File: src/hw/pes_defines.svh
`ifndef PES_DEFINES_SVH
`define PES_DEFINES_SVH

`define PES_QUEUE_DEPTH 4

`define PES_APB_AW 8

// byte addresses of the 32-bit registers
`define PES_REG_STATUS  8'h00
`define PES_REG_HDR     8'h04
`define PES_REG_PTS_LO  8'h08
`define PES_REG_DTS_LO  8'h0C
`define PES_REG_TS_MISC 8'h10
`define PES_REG_POP     8'h14
`define PES_REG_ERRCNT  8'h18

`define PES_PACKET_START  24'h00_0001
`define PES_PTS_BYTES     4'd5
`define PES_PTS_DTS_BYTES 4'd10

`endif

File: src/hw/pes_stream_pkg.sv
package pes_stream_pkg;

  // PTS_DTS_flags from the second flags byte of the PES header
  typedef enum logic [1:0] {
    TS_NONE      = 2'b00,
    TS_FORBIDDEN = 2'b01,
    TS_PTS       = 2'b10,
    TS_PTS_DTS   = 2'b11
  } ts_mode_e;

  typedef struct packed {
    logic [7:0] stream_id;
    ts_mode_e   ts_mode;
    logic [7:0] header_data_length;
    logic       header_error;
  } pes_header_t;

  typedef struct packed {
    logic [32:0] pts;
    logic [32:0] dts;
    logic        has_dts;
    logic        marker_error;
  } ts_record_t;

  // one timestamp byte forwarded from the parser to the extractor
  typedef struct packed {
    logic       valid;
    ts_mode_e   mode;
    logic [7:0] data;
  } ts_req_t;

endpackage

File: src/hw/pes_regs_pkg.sv
`include "pes_defines.svh"

package pes_regs_pkg;

  typedef struct packed {
    logic                   psel;
    logic                   penable;
    logic                   pwrite;
    logic [`PES_APB_AW-1:0] paddr;
    logic [31:0]            pwdata;
  } apb_req_t;

  typedef struct packed {
    logic [31:0] prdata;
    logic        pready;
    logic        pslverr;
  } apb_rsp_t;

  typedef struct packed {
    logic [21:0] reserved;
    logic        ts_ovf;
    logic        hdr_ovf;
    logic [3:0]  ts_count;
    logic [3:0]  hdr_count;
  } pes_status_t;

endpackage

File: src/hw/pes_header_parser.sv
`timescale 1ns/100ps
`include "pes_defines.svh"

module pes_header_parser (
  input  logic                        read_signal,
  input  logic                        rst_n,
  input  logic                        byte_valid,
  input  logic [7:0]                  stream_byte,
  output pes_stream_pkg::ts_req_t     ts_req,
  output logic                        hdr_push,
  output pes_stream_pkg::pes_header_t hdr_rec
);
  import pes_stream_pkg::*;

  localparam logic [23:0] START_CODE = `PES_PACKET_START;

  typedef enum logic [3:0] {
    S_SYNC0, S_SYNC1, S_SYNC2, S_STREAM_ID, S_LEN_HI,
    S_LEN_LO, S_FLAGS1, S_FLAGS2, S_HDR_LEN, S_BODY
  } state_e;

  state_e     state;
  logic [7:0] bytes_left;
  logic [3:0] ts_left;
  logic [3:0] ts_need;
  logic       hdr_bad;
  logic       fwd_valid;
  ts_mode_e   fwd_mode;
  logic [7:0] fwd_data;
  logic [7:0] stream_id_q;
  ts_mode_e   mode_q;
  logic [7:0] hdl_q;
  logic       error_q;

  assign ts_need = (mode_q == TS_PTS_DTS) ? `PES_PTS_DTS_BYTES :
                   (mode_q == TS_PTS)     ? `PES_PTS_BYTES : 4'd0;
  // a header too short to hold its own timestamps is rejected as well
  assign hdr_bad = error_q || (stream_byte < {4'd0, ts_need});

  always_ff @(posedge read_signal or negedge rst_n)
  begin
    if (!rst_n)
    begin
      state      <= S_SYNC0;
      bytes_left <= 8'd0;
      ts_left    <= 4'd0;
      fwd_valid  <= 1'b0;
      hdr_push   <= 1'b0;
    end
    else
    begin
      hdr_push  <= 1'b0;
      fwd_valid <= byte_valid && (state == S_BODY) && (ts_left != 4'd0);
      if (byte_valid)
      begin
        case (state)
          S_SYNC0:
            if (stream_byte == START_CODE[23:16])
              state <= S_SYNC1;
          S_SYNC1:
            state <= (stream_byte == START_CODE[15:8]) ? S_SYNC2 : S_SYNC0;
          S_SYNC2:
            if (stream_byte == START_CODE[7:0])
              state <= S_STREAM_ID;
            else if (stream_byte != START_CODE[15:8])
              state <= S_SYNC0; // extra zero bytes keep the prefix alive
          S_STREAM_ID: state <= S_LEN_HI;
          S_LEN_HI:    state <= S_LEN_LO;
          S_LEN_LO:    state <= S_FLAGS1;
          S_FLAGS1:    state <= S_FLAGS2;
          S_FLAGS2:    state <= S_HDR_LEN;
          S_HDR_LEN:
          begin
            hdr_push   <= 1'b1;
            bytes_left <= stream_byte;
            ts_left    <= hdr_bad ? 4'd0 : ts_need;
            state      <= (stream_byte == 8'd0) ? S_SYNC0 : S_BODY;
          end
          S_BODY:
          begin
            bytes_left <= bytes_left - 8'd1;
            if (ts_left != 4'd0)
              ts_left <= ts_left - 4'd1;
            if (bytes_left == 8'd1)
              state <= S_SYNC0;
          end
          default: state <= S_SYNC0;
        endcase
      end
    end
  end

  always_ff @(posedge read_signal)
  begin
    if (byte_valid)
    begin
      fwd_data <= stream_byte;
      fwd_mode <= mode_q;
      case (state)
        S_STREAM_ID:
        begin
          stream_id_q <= stream_byte;
          error_q     <= 1'b0;
        end
        S_FLAGS1:
          if (stream_byte[7:6] != 2'b10)
            error_q <= 1'b1; // marker bits of the first flags byte
        S_FLAGS2:
        begin
          mode_q <= ts_mode_e'(stream_byte[7:6]);
          if (stream_byte[7:6] == TS_FORBIDDEN)
            error_q <= 1'b1;
        end
        S_HDR_LEN:
        begin
          hdl_q   <= stream_byte;
          error_q <= hdr_bad;
        end
        default: ;
      endcase
    end
  end

  assign ts_req  = '{valid: fwd_valid, mode: fwd_mode, data: fwd_data};
  assign hdr_rec = '{stream_id: stream_id_q, ts_mode: mode_q,
                     header_data_length: hdl_q, header_error: error_q};

endmodule

File: src/hw/pts_dts_extractor.sv
`timescale 1ns/100ps
`include "pes_defines.svh"

module pts_dts_extractor (
  input  logic                       read_signal,
  input  logic                       rst_n,
  input  pes_stream_pkg::ts_req_t    ts_req,
  output logic                       ts_push,
  output pes_stream_pkg::ts_record_t ts_rec,
  output logic                       marker_fault
);
  import pes_stream_pkg::*;

  logic [3:0]  idx;
  logic [2:0]  pos;
  logic        in_dts;
  logic [3:0]  want_prefix;
  logic [3:0]  total;
  logic        byte_bad;
  logic        err_q;
  logic [32:0] pts_q;
  logic [32:0] dts_q;
  logic        has_dts_q;

  // drops one stream byte into its slice of a 33-bit timestamp
  function automatic logic [32:0] place(input logic [32:0] cur, input logic [2:0] p,
                                        input logic [7:0] b);
    logic [32:0] v;
    v = cur;
    case (p)
      3'd0: v[32:30] = b[3:1];
      3'd1: v[29:22] = b;
      3'd2: v[21:15] = b[7:1];
      3'd3: v[14:7]  = b;
      default: v[6:0] = b[7:1];
    endcase
    return v;
  endfunction

  assign in_dts      = (idx >= `PES_PTS_BYTES);
  assign pos         = in_dts ? 3'(idx - `PES_PTS_BYTES) : idx[2:0];
  assign total       = (ts_req.mode == TS_PTS_DTS) ? `PES_PTS_DTS_BYTES : `PES_PTS_BYTES;
  assign want_prefix = in_dts ? 4'b0001 : ((ts_req.mode == TS_PTS_DTS) ? 4'b0011 : 4'b0010);

  always_comb
  begin
    case (pos)
      3'd0:    byte_bad = (ts_req.data[7:4] != want_prefix) || !ts_req.data[0];
      3'd2:    byte_bad = !ts_req.data[0];
      3'd4:    byte_bad = !ts_req.data[0];
      default: byte_bad = 1'b0;
    endcase
  end

  always_ff @(posedge read_signal or negedge rst_n)
  begin
    if (!rst_n)
    begin
      idx          <= 4'd0;
      err_q        <= 1'b0;
      ts_push      <= 1'b0;
      marker_fault <= 1'b0;
    end
    else
    begin
      ts_push      <= 1'b0;
      marker_fault <= 1'b0;
      if (ts_req.valid)
      begin
        if (idx == total - 4'd1)
        begin
          idx          <= 4'd0;
          err_q        <= 1'b0;
          ts_push      <= !(err_q || byte_bad);
          marker_fault <= err_q || byte_bad; // one pulse per bad record
        end
        else
        begin
          idx   <= idx + 4'd1;
          err_q <= err_q || byte_bad;
        end
      end
    end
  end

  always_ff @(posedge read_signal)
  begin
    if (ts_req.valid)
    begin
      if (idx == 4'd0)
      begin
        dts_q     <= '0;
        has_dts_q <= (ts_req.mode == TS_PTS_DTS);
      end
      else if (in_dts)
        dts_q <= place(dts_q, pos, ts_req.data);
      if (!in_dts)
        pts_q <= place(pts_q, pos, ts_req.data);
    end
  end

  // faulty records never reach the queue so the flag is always clear here
  assign ts_rec = '{pts: pts_q, dts: dts_q, has_dts: has_dts_q, marker_error: 1'b0};

endmodule

File: src/hw/event_queue.sv
`timescale 1ns/100ps

module event_queue #(
  parameter int  DEPTH     = 4,
  parameter type payload_t = logic [7:0]
) (
  input  logic       read_signal,
  input  logic       rst_n,
  input  logic       push,
  input  payload_t   push_data,
  input  logic       pop,
  output payload_t   head,
  output logic [3:0] count,
  output logic       overflow,
  input  logic       overflow_clr
);
  localparam int AW = $clog2(DEPTH);

  payload_t      mem [DEPTH];
  logic [AW-1:0] wr_ptr;
  logic [AW-1:0] rd_ptr;
  logic          full;
  logic          do_push;
  logic          do_pop;

  assign full    = (count == 4'(DEPTH));
  assign do_push = push && !full; // new records are lost while full
  assign do_pop  = pop && (count != 4'd0);

  always_ff @(posedge read_signal or negedge rst_n)
  begin
    if (!rst_n)
    begin
      wr_ptr   <= '0;
      rd_ptr   <= '0;
      count    <= 4'd0;
      overflow <= 1'b0;
    end
    else
    begin
      if (do_push)
        wr_ptr <= wr_ptr + 1'b1;
      if (do_pop)
        rd_ptr <= rd_ptr + 1'b1;
      count <= count + {3'd0, do_push} - {3'd0, do_pop};
      if (push && full)
        overflow <= 1'b1;
      else if (overflow_clr)
        overflow <= 1'b0;
    end
  end

  always_ff @(posedge read_signal)
  begin
    if (do_push)
      mem[wr_ptr] <= push_data;
  end

  assign head = mem[rd_ptr];

endmodule

File: src/hw/pes_apb_regs.sv
`timescale 1ns/100ps
`include "pes_defines.svh"

module pes_apb_regs (
  input  logic                        read_signal,
  input  logic                        rst_n,
  input  pes_regs_pkg::apb_req_t      apb_in,
  output pes_regs_pkg::apb_rsp_t      apb_out,
  input  pes_stream_pkg::pes_header_t hdr_head,
  input  pes_stream_pkg::ts_record_t  ts_head,
  input  logic [3:0]                  hdr_count,
  input  logic [3:0]                  ts_count,
  input  logic                        hdr_ovf,
  input  logic                        ts_ovf,
  input  logic                        marker_fault,
  output logic                        hdr_pop,
  output logic                        ts_pop,
  output logic                        ovf_clr_hdr,
  output logic                        ovf_clr_ts
);
  import pes_regs_pkg::*;

  pes_status_t status;
  logic        access;
  logic        wr;
  logic        known;
  logic [31:0] rdata;
  logic [7:0]  err_cnt;

  assign access = apb_in.psel && apb_in.penable;
  assign wr     = access && apb_in.pwrite;
  assign status = '{reserved: '0, ts_ovf: ts_ovf, hdr_ovf: hdr_ovf,
                    ts_count: ts_count, hdr_count: hdr_count};

  // queue side acts on the edge that closes the access phase
  assign hdr_pop     = wr && (apb_in.paddr == `PES_REG_POP) && apb_in.pwdata[0];
  assign ts_pop      = wr && (apb_in.paddr == `PES_REG_POP) && apb_in.pwdata[1];
  assign ovf_clr_hdr = wr && (apb_in.paddr == `PES_REG_STATUS) && apb_in.pwdata[8];
  assign ovf_clr_ts  = wr && (apb_in.paddr == `PES_REG_STATUS) && apb_in.pwdata[9];

  always_ff @(posedge read_signal or negedge rst_n)
  begin
    if (!rst_n)
      err_cnt <= 8'd0;
    else if (marker_fault && (err_cnt != 8'hFF))
      err_cnt <= err_cnt + 8'd1; // saturates at 255
  end

  always_comb
  begin
    rdata = 32'd0;
    known = 1'b1;
    case (apb_in.paddr)
      `PES_REG_STATUS:  rdata = status;
      `PES_REG_HDR:     rdata = {13'd0, hdr_head};
      `PES_REG_PTS_LO:  rdata = ts_head.pts[31:0];
      `PES_REG_DTS_LO:  rdata = ts_head.dts[31:0];
      `PES_REG_TS_MISC: rdata = {29'd0, ts_head.has_dts, ts_head.dts[32], ts_head.pts[32]};
      `PES_REG_POP:     rdata = 32'd0;
      `PES_REG_ERRCNT:  rdata = {24'd0, err_cnt};
      default:          known = 1'b0;
    endcase
  end

  assign apb_out = '{prdata: rdata, pready: 1'b1, pslverr: access && !known};

endmodule

File: src/hw/pes_timestamp_top.sv
`timescale 1ns/100ps
`include "pes_defines.svh"

module pes_timestamp_top (
  input  logic                   read_signal,
  input  logic                   rst_n,
  input  logic                   byte_valid,
  input  logic [7:0]             stream_byte,
  input  pes_regs_pkg::apb_req_t apb_in,
  output pes_regs_pkg::apb_rsp_t apb_out
);
  import pes_stream_pkg::*;

  ts_req_t     ts_req;
  logic        hdr_push;
  pes_header_t hdr_rec;
  pes_header_t hdr_head;
  logic        ts_push;
  ts_record_t  ts_rec;
  ts_record_t  ts_head;
  logic        marker_fault;
  logic [3:0]  hdr_count;
  logic [3:0]  ts_count;
  logic        hdr_ovf;
  logic        ts_ovf;
  logic        hdr_pop;
  logic        ts_pop;
  logic        ovf_clr_hdr;
  logic        ovf_clr_ts;

  pes_header_parser u_parser (
    .read_signal (read_signal),
    .rst_n       (rst_n),
    .byte_valid  (byte_valid),
    .stream_byte (stream_byte),
    .ts_req      (ts_req),
    .hdr_push    (hdr_push),
    .hdr_rec     (hdr_rec)
  );

  pts_dts_extractor u_extractor (
    .read_signal  (read_signal),
    .rst_n        (rst_n),
    .ts_req       (ts_req),
    .ts_push      (ts_push),
    .ts_rec       (ts_rec),
    .marker_fault (marker_fault)
  );

  event_queue #(.DEPTH(`PES_QUEUE_DEPTH), .payload_t(pes_header_t)) u_hdr_queue (
    .read_signal  (read_signal),
    .rst_n        (rst_n),
    .push         (hdr_push),
    .push_data    (hdr_rec),
    .pop          (hdr_pop),
    .head         (hdr_head),
    .count        (hdr_count),
    .overflow     (hdr_ovf),
    .overflow_clr (ovf_clr_hdr)
  );

  event_queue #(.DEPTH(`PES_QUEUE_DEPTH), .payload_t(ts_record_t)) u_ts_queue (
    .read_signal  (read_signal),
    .rst_n        (rst_n),
    .push         (ts_push),
    .push_data    (ts_rec),
    .pop          (ts_pop),
    .head         (ts_head),
    .count        (ts_count),
    .overflow     (ts_ovf),
    .overflow_clr (ovf_clr_ts)
  );

  pes_apb_regs u_regs (
    .read_signal  (read_signal),
    .rst_n        (rst_n),
    .apb_in       (apb_in),
    .apb_out      (apb_out),
    .hdr_head     (hdr_head),
    .ts_head      (ts_head),
    .hdr_count    (hdr_count),
    .ts_count     (ts_count),
    .hdr_ovf      (hdr_ovf),
    .ts_ovf       (ts_ovf),
    .marker_fault (marker_fault),
    .hdr_pop      (hdr_pop),
    .ts_pop       (ts_pop),
    .ovf_clr_hdr  (ovf_clr_hdr),
    .ovf_clr_ts   (ovf_clr_ts)
  );

endmodule

File: config.mk
export PLATFORM = sky130hd
export DESIGN_NAME = pes_timestamp_top
export DESIGN_NICKNAME = d
export VERILOG_FILES = /design/src/hw/pes_stream_pkg.sv /design/src/hw/pes_regs_pkg.sv /design/src/hw/pes_header_parser.sv /design/src/hw/pts_dts_extractor.sv /design/src/hw/event_queue.sv /design/src/hw/pes_apb_regs.sv /design/src/hw/pes_timestamp_top.sv
export VERILOG_INCLUDE_DIRS = /design/src /design/src/hw
export SDC_FILE = /design/constraint.sdc
export NUM_CORES = 1
export LEC_CHECK = 0
export BUFFER_PORTS_ARGS = -buffer_cell sky130_fd_sc_hd__buf_2
export CORE_MARGIN = 8
export CORE_UTILIZATION = 61
export CTS_CLUSTER_DIAMETER = 120
export DETAILED_ROUTE_END_ITERATION = 10
export PLACE_DENSITY_LB_ADDON = 0.15
export SLEW_MARGIN = 10
export SYNTH_ARGS = -nofsm -noshare
export SYNTH_HDL_FRONTEND = slang
export SYNTH_SLANG_ARGS = --single-unit
File: constraint.sdc
create_clock -name read_signal -period 4.1 [get_ports read_signal]
set_input_delay 0.205 -clock read_signal [delete_from_list [all_inputs] [get_ports read_signal]]
set_output_delay 0.205 -clock read_signal [all_outputs]
set_load 0.02 [all_outputs]
* Word-level counts from Yosys, hierarchy flattened *
Memory sizes are Yosys's and may differ from the RTL's.
Index checks and enable logic that the tools add are counted.

storage, ports and cells
  register bits after elaboration = 147
  memory bits (writable) = 344
  input port bits = 54
  output and inout bits = 34
  logic and storage cells = 203
  memories = 2

cells by class
  add/subtract/negate cells = 14
  order comparisons = 2
  equality and inequality tests = 38
  mux-type cells = 45
  bitwise logic cells = 2
  reduce and logical (&&, ||, !) cells = 65

memories
  name             depth  width  rd ports  clocked after memory_dff  wr ports  line               RTL
  u_ts_queue.mem   4      67     1         0                         1         event_queue.sv:19  payload_t mem [DEPTH];
  u_hdr_queue.mem  4      19     1         0                         1         event_queue.sv:19

operator list
  kind                   number
  $pmux W32 S6           1
  $mux W4                11
  $pmux W4 S10           1
  $mux W33               1
  $reduce_and A3 Y1      11
  $eq A4 B3 Y1 const B   6
  $eq A8 B5 Y1 const B   3
  $mux W1                19
  $logic_and A1 B1 Y1    18
  $eq A8 B1 Y1 const B   2
  $eq A8 B4 Y1 const B   2
  $logic_not A8 Y1       2
  $mux W8                2
  $pmux W8 S2            1
  $reduce_bool A2 Y1     8
  $reduce_bool A4 Y1     4
  $mux W7                2
  $reduce_and A2 Y1      5
  $mux W3                3
  $add A2 B1 Y2 const B  4
  $add A4 B1 Y4          2
  $add A8 B1 Y8 const B  1
  $eq A4 B2 Y1 const B   2
  $eq A4 B4 Y1 const B   2
  other kinds (34)       53

* Logic depth before layout (Yosys ltp) *
Gate-level depths: netlist (run 1).

  depth after elaboration = 10
  gate-level depth with buffers = 11
  gate-level depth less buffers = 10

* By module *
Synthesis (run 1) repeated with hierarchy kept, for this count alone.

second synthesis, totals
  cells, all modules = 1098
  area, all modules = 20169.3 um^2

by module, submodules not included
  module                     instances  cells an instance  area each (um^2)
  event_queue (u_ts_queue)   1          406                10435.0
  event_queue (u_hdr_queue)  1          149                3291.9
  pts_dts_extractor          1          176                2875.3
  pes_header_parser          1          188                2219.6
  pes_apb_regs               1          179                1347.5

* Least setup slack after synthesis (run 1) *
No wires, ideal clock.

  path type = register -> register
  start = register u_ts_queue.count[2]
  end = memory u_ts_queue.mem[0][0] (netlist name), enable pin
  arrival time = 2.543 ns
  setup slack = 1.125 ns
  stages on the path, launching flop included = 4
  path buffers = 0
  clock period less this slack = 2.975 ns
  cells stage by stage = dfrtp_1 ha_1 a21boi_1 and2_1

between the ends
  cells in the longest elaborated chain, start to end = 5

RTL lines
  item                           line               RTL
  from (decl)                    event_queue.sv:13  output logic [3:0] count,
  from (signal assigned)         event_queue.sv:45  count <= count + {3'd0, do_push} - {3'd0, do_pop};
  $eq A4 B3 Y1                   event_queue.sv:26  assign full = (count == 4'(DEPTH));
  $logic_not A1 Y1               event_queue.sv:27  assign do_push = push && !full;
  $logic_and A1 B1 Y1            event_queue.sv:27
  net u_ts_queue.do_push         event_queue.sv:23  logic do_push;
  $mux W1                        event_queue.sv:55  if (do_push)
  $mux W1 (implied by the code)  event_queue.sv:56  mem[wr_ptr] <= push_data;
  to (decl)                      event_queue.sv:19

The timed path passes the listed nets, and every way through them passes these cells.

==> results.md, run 1 <==
* Status: completed
* Via density at 6.257
* Most common cell on crit path: mux4_2
* Worst Hold Class: in2reg
* Top cell type by total area after synthesis: edfxtp_1
* Largest net degree at the start of global routing at 55
* Max Clk Rate at 316.7 MHz
* Tmin final at 3.158 ns
* Reg2Reg Depth at 9
* Tot Pwr at 10540 uW
* Syn_nets at 1172
* CP endpoint: apb_out[11]
* Critical-path top delay cell: dfrtp_4
* Mean Syn Cell Area at 18.14 um2
* I/O Pins at 88
* First-pass GRT wire length at 62.08 mm
* Startpoint Class: flip-flop
* Post-Route Setup TNS at 0 ns
* Share of layout cells above drive strength 1 at 20.97%
* Hold Vio Cnt, Final at 0
* Register area share after synthesis at 73.61%
* Number of antenna diodes at 0
* PD cells at 478.2 mW/mm2
* FF/Latch Area at 0.01450 mm2
* Remaining global-route overflow at 0
* Fin crit share at 77.02%
* Clock skew at 0.02563 ns
* Max VDD drop at 0.3069 mV
* Routed via count at 10120
* CTS tree: done
* CP Launch Point: u_ts_queue.rd_ptr[0]
* FF-to-FF Start: u_extractor.idx[0]
* Worst-skew pair later-pin latency at 0.56 ns
* Max Slew Vio Count at 0
* Initial antenna violation count at 0
* Synth Flop Type: edfxtp_1
* Unrepaired setup endpoints after global routing: no
* Max clock buf depth at 3
* Die area at 0.03827 mm2
* Ys Warns at 0
* Layout Nets at 1266
* WL/cell at 25.06 um
* Vias in the first global route at 10280
* Worst path cell trace: mux4_2, mux4_2, and2_1, buf_2
* Most frequent cell after synthesis: edfxtp_1
* Critical path's largest stage delay at 0.90 ns
* DRC errors left at 0
* Final GP Congestion at 0.8541
* DR pass1 iterations at 6
* Leak Pwr at 0.007529 uW
* R2r setup slk at 1.18 ns
* Chip height at 195.6 um
* H-Tree Depth at 2
* Post-DP HPWL at 25.27 mm
* Worst Tran Pin Value at 1.092 ns
* Root buffer cell: clkbuf_16
* Fill cell count at 1992
* Reg-to-reg endpoint: u_extractor.dts_q[12]
* Worst path required time at 3.89 ns
* Initial core utilization at 62.22%
* # setup viols final at 0
* FP Rows at 65
* DRT iter0 DRCs at 925
* Maxcap violations at 0
* WHS at 0.01368 ns
* #FFs+latches synth at 491
* Total Routed Length at 40.54 mm
* Post-synth top area share at 67.12%
* Pre-CTS WS at 1.283 ns
* Post-synth ARST share at 10.39%
* Remaining antenna violation count after routing at 0
* Synth cell count leaders: edfxtp_1 (440), mux4_2 (82), dfrtp_1 (51)
* Crit Path Category: reg2out
* Slew headroom at 27.18%
* EDFF count, synth at 440
* Critical path fanouts, max at 36
* Worst-path clk slew at 0.06 ns
* Unique masters post-synth at 66
* Number of buffers created by CTS at 47
* Top cells by area, synth: edfxtp_1 (67%), mux4_2 (9.4%), dfrtp_1 (6.5%), ha_1 (2.0%), a21oi_1 (1.2%)
* Core area at 0.03164 mm2
* Area of the multi-input gates at 0.004768 mm2
* Port bufs at 58
* Worst EP arrival at 2.95 ns
* Worst setup margin at 0.9420 ns
* Synthesized area at 0.01968 mm2
* Die Wd at 195.6 um
* Type of element capturing the critical path: output pin
* Synthesized instance count at 1085
* Tot GR Track Use at 21.35%
* Syn-to-layout area delta at 11.99%
* Clk sinks at 491
[registers in the layout, indices dropped and copies added, names as in the netlist, 4 cells and up]
name	flops
u_hdr_queue.count	4
u_ts_queue.count	4
u_parser.hdl_q	8
u_ts_queue.mem	268
u_extractor.dts_q	33
u_regs.err_cnt	8
u_parser.ts_left	4
u_extractor.pts_q	33
u_parser.state	4
u_extractor.idx	4
u_parser.stream_id_q	8
u_hdr_queue.mem	76
u_parser.bytes_left	8
u_parser.fwd_data	8
[cell usage in the layout (no fill, tap or decap), types with 3 or more instances in the layout]
master | synthesis | final
edfxtp_1 | 440 | 440
mux4_2 | 82 | 82
buf_2 | 16 | 58
inv_1 | 49 | 49
dfrtp_1 | 51 | 49
clkbuf_16 | 0 | 48
a21oi_1 | 46 | 46
o21ai_0 | 35 | 35
nand2_1 | 33 | 33
ha_1 | 31 | 31
buf_4 | 6 | 28
nor2_1 | 27 | 27
mux2i_1 | 18 | 18
clkbuf_1 | 18 | 16
mux2_2 | 14 | 14
a211oi_1 | 14 | 14
and2_1 | 17 | 13
nand3_1 | 13 | 13
o2bb2ai_1 | 13 | 13
nor2b_1 | 12 | 12
xnor2_1 | 12 | 12
clkinv_1 | 0 | 12
nor3_1 | 11 | 11
nand4_1 | 10 | 10
dlygate4sd3_1 | 0 | 10
a22oi_1 | 8 | 8
nand2b_1 | 7 | 7
xor2_1 | 7 | 7
nand3b_1 | 6 | 6
o31ai_1 | 6 | 6
nor3b_1 | 6 | 6
a21o_1 | 6 | 6
and3_1 | 5 | 5
nor4_1 | 5 | 4
o21a_1 | 4 | 4
o211ai_1 | 4 | 4
and2_4 | 0 | 4
bufinv_16 | 0 | 4
a32o_1 | 3 | 3
[how the worst min path moves through the flow]
stage	from	end	cells after the start
floorplan	rst_n	u_extractor.err_q	0
global placement	rst_n	u_regs.err_cnt[1]	1
detailed placement	rst_n	u_regs.err_cnt[7]	1
CTS	stream_byte[7]	u_parser.stream_id_q[7]	1
global route	stream_byte[7]	u_parser.stream_id_q[7]	1
finish	apb_in[8]	u_hdr_queue.overflow	3
[cell type report]
type,instances,area share [%]
tap,402,2.282
timing repair buffer,96,2.724
multi-input combinational,494,21.63
inverter,49,0.8344
sequential,491,65.76
clock buffer,66,5.846
clock inverter,20,0.9195
[cells by family (layout without fill, tap and decap cells)]
family / count (synthesis) / after routing / synth area share [%]
DFF: 491 / 491 / 73.61
AOI/OAI and AO/OA: 157 / 157 / 5.162
xor gates and xnor gates: 19 / 19 / 0.8454
buffers and inverters: 100 / 231 / 2.282
adders and majority gates: 33 / 33 / 2.174
muxes: 114 / 114 / 11.10
and+or+nand+nor: 170 / 170 / 4.812
other: 1 / 1 / 0.01905
[where the power goes]
group | switching [uW] | internal, uW
logic | 359 | 260
registers | 182 | 5540
clock network | 1750 | 2440
total | 2300 | 8250
[metrics by stage]
stage	util, %	cell area (um2)	std cells
2_1_floorplan	-	19680	1085
3_3_place_gp	64.65	20450	1522
3_5_place_dp	64.65	20450	1522
4_1_cts	69.68	22040	1618
5_1_grt	69.68	22040	1618
6_report	69.68	22040	1618
[layer usage]
layer,track usage [%],vias up,share of wire (%)
li1,-,4481,-
met1,29.83,5235,42
met3,3.026,65,6.1
met4,6.232,0,2.2
met2,34.99,343,50
met5,0,-,0
[repair_timing]
item,4_1_cts,5_1_grt
hold buffers,10,0
resized for setup,0,0
buffers inserted,0,0
hold endpoints to repair,42,0
[worst max-delay path, delay by kind of cell, from the launching register on]
kind | cells | cell delay (ns)
buffers and inverters | 1 | 0.16
flip-flops | 1 | 0.90
multiplexers | 2 | 1.13
AND/OR/NAND/NOR | 1 | 0.20
(Power assumes the default switching activity.)
==> inputs of run 2 (changes only) <==
--- a/config.mk
+++ b/config.mk
@@ -8,7 +8,7 @@
 export LEC_CHECK = 0
 export BUFFER_PORTS_ARGS = -buffer_cell sky130_fd_sc_hd__buf_2
 export CORE_MARGIN = 8
-export CORE_UTILIZATION = 61
+export CORE_UTILIZATION = 55
 export CTS_CLUSTER_DIAMETER = 120
 export DETAILED_ROUTE_END_ITERATION = 10
 export PLACE_DENSITY_LB_ADDON = 0.15
==> constraint.sdc (replaced) <==
create_clock -name read_signal -period 2.8 [get_ports read_signal]
set_input_delay 0.14 -clock read_signal [delete_from_list [all_inputs] [get_ports read_signal]]
set_output_delay 0.14 -clock read_signal [all_outputs]
set_load 0.02 [all_outputs]
==> run 2 against run 1 <==
Critical path type unchanged. Clock skew increased by 0.0017 ns. Highest routed layer unchanged. Cell count rose by 6.0%. Non-clock buffer count is 34 higher. Largest power group unchanged. Via count is 0.67% higher.
==> results.md, run 2 (synthesized netlist as in run 1, its figures left out) <==
* Clk sinks at 491
* Clock skew at 0.02728 ns
* Initial antenna violation count at 0
* DR pass1 iterations at 5
* Worst path required time at 2.66 ns
* Worst-skew pair later-pin latency at 0.58 ns
* Largest net degree at the start of global routing at 68
* DRC errors left at 0
* Critical path's largest stage delay at 0.51 ns
* Remaining antenna violation count after routing at 0
* I/O Pins at 88
* Total Routed Length at 41.39 mm
* Most frequent cells in the layout: edfxtp_1 (440), mux4_2 (82), buf_2 (58)
* Worst Tran Pin Value at 1.007 ns
* Crit Path Category: reg2out
* Initial core utilization at 55.61%
* Critical path fanouts, max at 13
* Tmin final at 2.749 ns
* Max Clk Rate at 363.8 MHz
* Number of antenna diodes at 0
* WL/cell at 24.13 um
* Worst Hold Class: in2reg
* Via density at 5.943
* Max Slew Vio Count at 0
* Share of layout cells above drive strength 1 at 23.92%
* Top flop regs: u_ts_queue.mem x268, u_hdr_queue.mem x76
* Type of element capturing the critical path: output pin
* Die Wd at 205.2 um
* Max VDD drop at 0.5343 mV
* Pre-CTS WS at -0.007806 ns
* Tot GR Track Use at 19.96%
* Routed via count at 10190
* Vias in the first global route at 10250
* Commonest non-fill, non-tap cell in the layout: edfxtp_1
* H-Tree Depth at 2
* Fin crit share at 98.17%
* Layout Nets at 1303
* Worst path cell trace: clkbuf_8, buf_12, mux4_2, mux2i_1, a211oi_1, buf_2
* Slew headroom at 32.86%
* PD cells at 692.2 mW/mm2
* Status: completed
* Top reg by flops: u_ts_queue.mem
* Remaining global-route overflow at 0
* Core Util, Final at 63.93%
* Number of buffers created by CTS at 50
* Worst EP arrival at 2.61 ns
* Core area at 0.03540 mm2
* Critical-path top delay cell: mux4_2
* Syn-to-layout area delta at 14.96%
* CTS tree: done
* Worst setup margin at 0.05118 ns
* Post-DP HPWL at 25.81 mm
* Final GP Congestion at 0.8109
* FP Rows at 69
* Die area at 0.04210 mm2
* Startpoint Class: flip-flop
* Max clock buf depth at 3
* R2r setup slk at 0.24 ns
* Max reg flops at 268
* First-pass GRT wire length at 62.73 mm
* Port bufs at 58
* Chip height at 205.2 um
* DRT iter0 DRCs at 739
* Worst-path clk slew at 0.06 ns
* Hold Vio Cnt, Final at 0
* Root buffer cell: clkbuf_16
* Maxcap violations at 0
* Leak Pwr at 0.007777 uW
* Post-Route Setup TNS at 0 ns
* # setup viols final at 0
run 2: changes by cell type in the layout (fill, tap and decap cells not counted), sizes merged, moves of 2 or more:
cell | previous run | this run
buf | 86 | 115
clkbuf | 66 | 63
clkinv | 14 | 19
clkinvlp | 1 | 3
dlygate4sd3 | 10 | 14
inv | 50 | 52
run 2: area by class of cell:
| class | count | area [um2] |
|---|---|---|
| well taps | 461 | 576.8 |
| clock buffers | 62 | 1318 |
| inverters | 49 | 183.9 |
| repair buffers | 130 | 1016 |
| fillers | 2454 | 12770 |
| flip-flops and latches | 491 | 14500 |
| clock inverters | 28 | 250.2 |
| multi-input cells | 494 | 4787 |
run 2: power breakdown:
group	internal, uW	total (uW)	switching [uW]
combinational	399	951	552
clock	3630	6350	2710
sequential	8120	8370	249
run 2: worst max-delay path: cells and delay by family (launching register included):
family / cells / cell delay (ns)
flip-flops: 1 / 0.45
multiplexers: 2 / 0.86
AO/OA/AOI/OAI: 1 / 0.14
buffers and inverters: 3 / 0.56
run 2: what timing repair did:
| item | 4_1_cts | 5_1_grt |
|---|---|---|
| setup buffers | 9 | 2 |
| gates resized for setup | 8 | 2 |
| hold endpoints to repair | 82 | 0 |
| hold buffers | 14 | 0 |
| setup endpoints to repair | 33 | 9 |
run 2: routing by layer:
| layer | up-vias | part of all wire, % | global-route usage [%] | wire (um) |
|---|---|---|---|---|
| met5 | - | 0 | 0 | 0 |
| li1 | 4563 | - | - | - |
| met1 | 5266 | 44 | 28.75 | 18380 |
| met3 | 58 | 6.0 | 3.841 | 2466 |
| met4 | 0 | 2.5 | 6.893 | 1044 |
| met2 | 305 | 47 | 30.50 | 19500 |
run 2: stage by stage:
| step | hold slack, ns | instances | total power (uW) | instance area (um2) |
|---|---|---|---|---|
| detailed placement | 0.3591 | 1600 | 9433 | 20770 |
| finish | 0.04074 | 1715 | 15660 | 22630 |
| global route | 0.03235 | 1715 | 16210 | 22630 |
| floorplan | -0.1556 | 1085 | 9105 | 19690 |
| global placement | 0.3579 | 1600 | 9401 | 20770 |
| CTS | 0.01178 | 1713 | 15760 | 22600 |
run 2: worst paths after layout:
| check | start | end | cells past startpoint |
|---|---|---|---|
| min | apb_in[41] | u_hdr_queue.overflow | 5 |
| max in group asynchronous | rst_n | u_parser.fwd_valid | 3 |
| min in group asynchronous | rst_n | u_regs.err_cnt[5] | 2 |
| min reg2reg | u_extractor.dts_q[14] | u_ts_queue.mem[0][15] | 0 |
| max reg2reg | u_extractor.idx[1] | u_extractor.pts_q[19] | 8 |
| max | u_ts_queue.rd_ptr[0] | apb_out[15] | 6 |
==> inputs of run 3 (changes only) <==
--- a/config.mk
+++ b/config.mk
@@ -8,7 +8,7 @@
 export LEC_CHECK = 0
 export BUFFER_PORTS_ARGS = -buffer_cell sky130_fd_sc_hd__buf_2
 export CORE_MARGIN = 8
-export CORE_UTILIZATION = 55
+export CORE_UTILIZATION = 40
 export CTS_CLUSTER_DIAMETER = 120
 export DETAILED_ROUTE_END_ITERATION = 10
 export PLACE_DENSITY_LB_ADDON = 0.15
==> run 3 against run 2 <==
Routed wire length up 8.9%. Count of clock-buffer cells in the layout up 10. Flip-flop and latch count unchanged. Cell count up 13%. Global-route usage down 4.0 points. Critical path depth down 1. Sequential power about the same. Combinational power up 4.5%. Non-clock buffer count up 17. Clock power up 4.3%. Die area up 34%. Fmax down 0.63%.
==> results.md, run 3 (synthesized netlist as in run 1, its figures left out) <==
* Status: completed
* Area of the multi-input gates at 0.004807 mm2
* Fin area at 0.02313 mm2
* Most frequent cells in the layout: edfxtp_1 (440), mux4_2 (82), buf_4 (60)
* H-Tree Depth at 2
* Layout Nets at 1322
* Unrepaired setup endpoints after global routing: yes
* Worst-skew pair later-pin latency at 0.60 ns
* Final GP Congestion at 0.7731
* Top flop regs: u_ts_queue.mem x268, u_hdr_queue.mem x76
* Max reg flops at 268
* Max Clk Rate at 361.5 MHz
* Dpl cell area at 0.02113 mm2
* Commonest non-fill, non-tap cell in the layout: edfxtp_1
* Tmin final at 2.766 ns
* Worst setup margin at 0.03363 ns
* FP Rows at 81
* Post-DP HPWL at 28.92 mm
* Worst path required time at 2.66 ns
* Syn-to-layout area delta at 17.49%
* WL/cell at 23.21 um
* Slew headroom at 43.06%
* Max Slew Vio Count at 0
* Initial antenna violation count at 2
* FF/Latch Area at 0.01450 mm2
* Root buffer cell: clkbuf_16
* Leak Pwr at 0.007903 uW
* Top reg by flops: u_ts_queue.mem
* Max VDD drop at 0.4143 mV
* First-pass GRT wire length at 67.10 mm
* Chip height at 237.8 um
* Remaining global-route overflow at 0
* Share of layout cells above drive strength 1 at 25.51%
* Crit Path Category: reg2out
* DRC errors left at 0
* PD cells at 690.5 mW/mm2
* Port bufs at 58
* Max clock buf depth at 3
* Pre-CTS WS at 0.2255 ns
* Worst Hold Class: in2reg
* Remaining antenna violation count after routing at 0
* Via density at 5.208
* DRT iter0 DRCs at 688
* Startpoint Class: flip-flop
* Hold Vio Cnt, Final at 0
* Die Wd at 237.8 um
* Fin crit share at 98.80%
* Worst EP arrival at 2.63 ns
* Clock skew at 0.02875 ns
* Routed via count at 10110
* Tot GR Track Use at 15.92%
* Fill cell count at 4075
* Vias in the first global route at 10410
* Type of element capturing the critical path: output pin
* Maxcap violations at 0
* Initial core utilization at 40.38%
* Number of buffers created by CTS at 52
* CTS tree: done
* Core area at 0.04875 mm2
* Critical path fanouts, max at 6
* DR pass1 iterations at 5
* Total Routed Length at 45.07 mm
* Worst Tran Pin Value at 0.8541 ns
* # setup viols final at 0
* Worst-path clk slew at 0.06 ns
* Die area at 0.05656 mm2
* Clk sinks at 491
* I/O Pins at 88
* Largest net degree at the start of global routing at 47
* Number of antenna diodes at 0
## run 3: changes by cell type in the layout (fill, tap and decap cells not counted), moves of 2 or more
cell	delta
a22oi_1	-3
a22oi_2	+3
buf_4	+16
clkbuf_1	+6
clkbuf_8	+2
clkinv_1	-4
clkinv_2	+3
clkinv_4	-2
inv_6	-3
mux2i_1	-2
mux2i_2	+2
## run 3: power by group
part | total (uW) | internal [uW] | switching [uW]
combinational | 994 | 419 | 575
sequential | 8350 | 8120 | 233
clock | 6620 | 3810 | 2820
total | 16000 | 12300 | 3620
## run 3: worst max-delay path: stages, from the launching register on
cell     delay, ns
dfrtp_4       0.45
buf_12        0.15
mux4_2        0.53
mux4_2        0.54
and2_1        0.19
buf_2         0.16
## run 3: layout make-up
| class | instances | area share, % |
|---|---|---|
| flip-flops and latches | 491 | 62.69 |
| multi-input cells | 494 | 20.79 |
| clock inverters | 25 | 1.044 |
| clock buffers | 72 | 6.081 |
| well taps | 664 | 3.592 |
| repair buffers | 147 | 5.010 |
| inverters | 49 | 0.7953 |
## run 3: metal layers
metal	vias to the layer above	global-route usage (%)	routed length (um)
met5	-	0	0
met4	0	4.812	913
met3	66	2.296	1703
met2	189	25.93	22010
met1	5249	22.11	20440
li1	4609	-	-
## run 3: timing repair
item	in CTS	in global routing
setup buffers	13	1
pin swaps	0	1
endpoints found under the hold margin	70	0
resized for setup	6	10
cloned	0	0
setup endpoints to repair	22	8
hold buffers	15	0
## run 3: stage by stage
stage	power (uW)	cells	util, %	hold slack, ns	TNS, ns
floorplan	9105	1085	-	-0.1556	0
global placement	9465	1816	43.35	0.1905	0
detailed placement	9480	1816	43.35	0.1954	0
CTS	16160	1941	47.36	0.01968	0
global route	16590	1942	47.44	0.04313	-0.006931
finish	15970	1942	47.44	0.06421	0
## run 3: worst paths after layout
kind	startpoint	end	slack, ns	cells past startpoint
worst max-delay path	u_ts_queue.rd_ptr[0]	apb_out[11]	0.03	5
worst min-delay path	apb_in[41]	u_ts_queue.rd_ptr[1]	0.06	5
worst max register to register	u_extractor.idx[0]	u_extractor.dts_q[16]	0.34	8
worst min register to register	u_extractor.dts_q[18]	u_ts_queue.mem[1][19]	0.49	0
max in group asynchronous	rst_n	u_hdr_queue.rd_ptr[0]	1.96	3
min in group asynchronous	rst_n	u_parser.bytes_left[1]	0.10	2
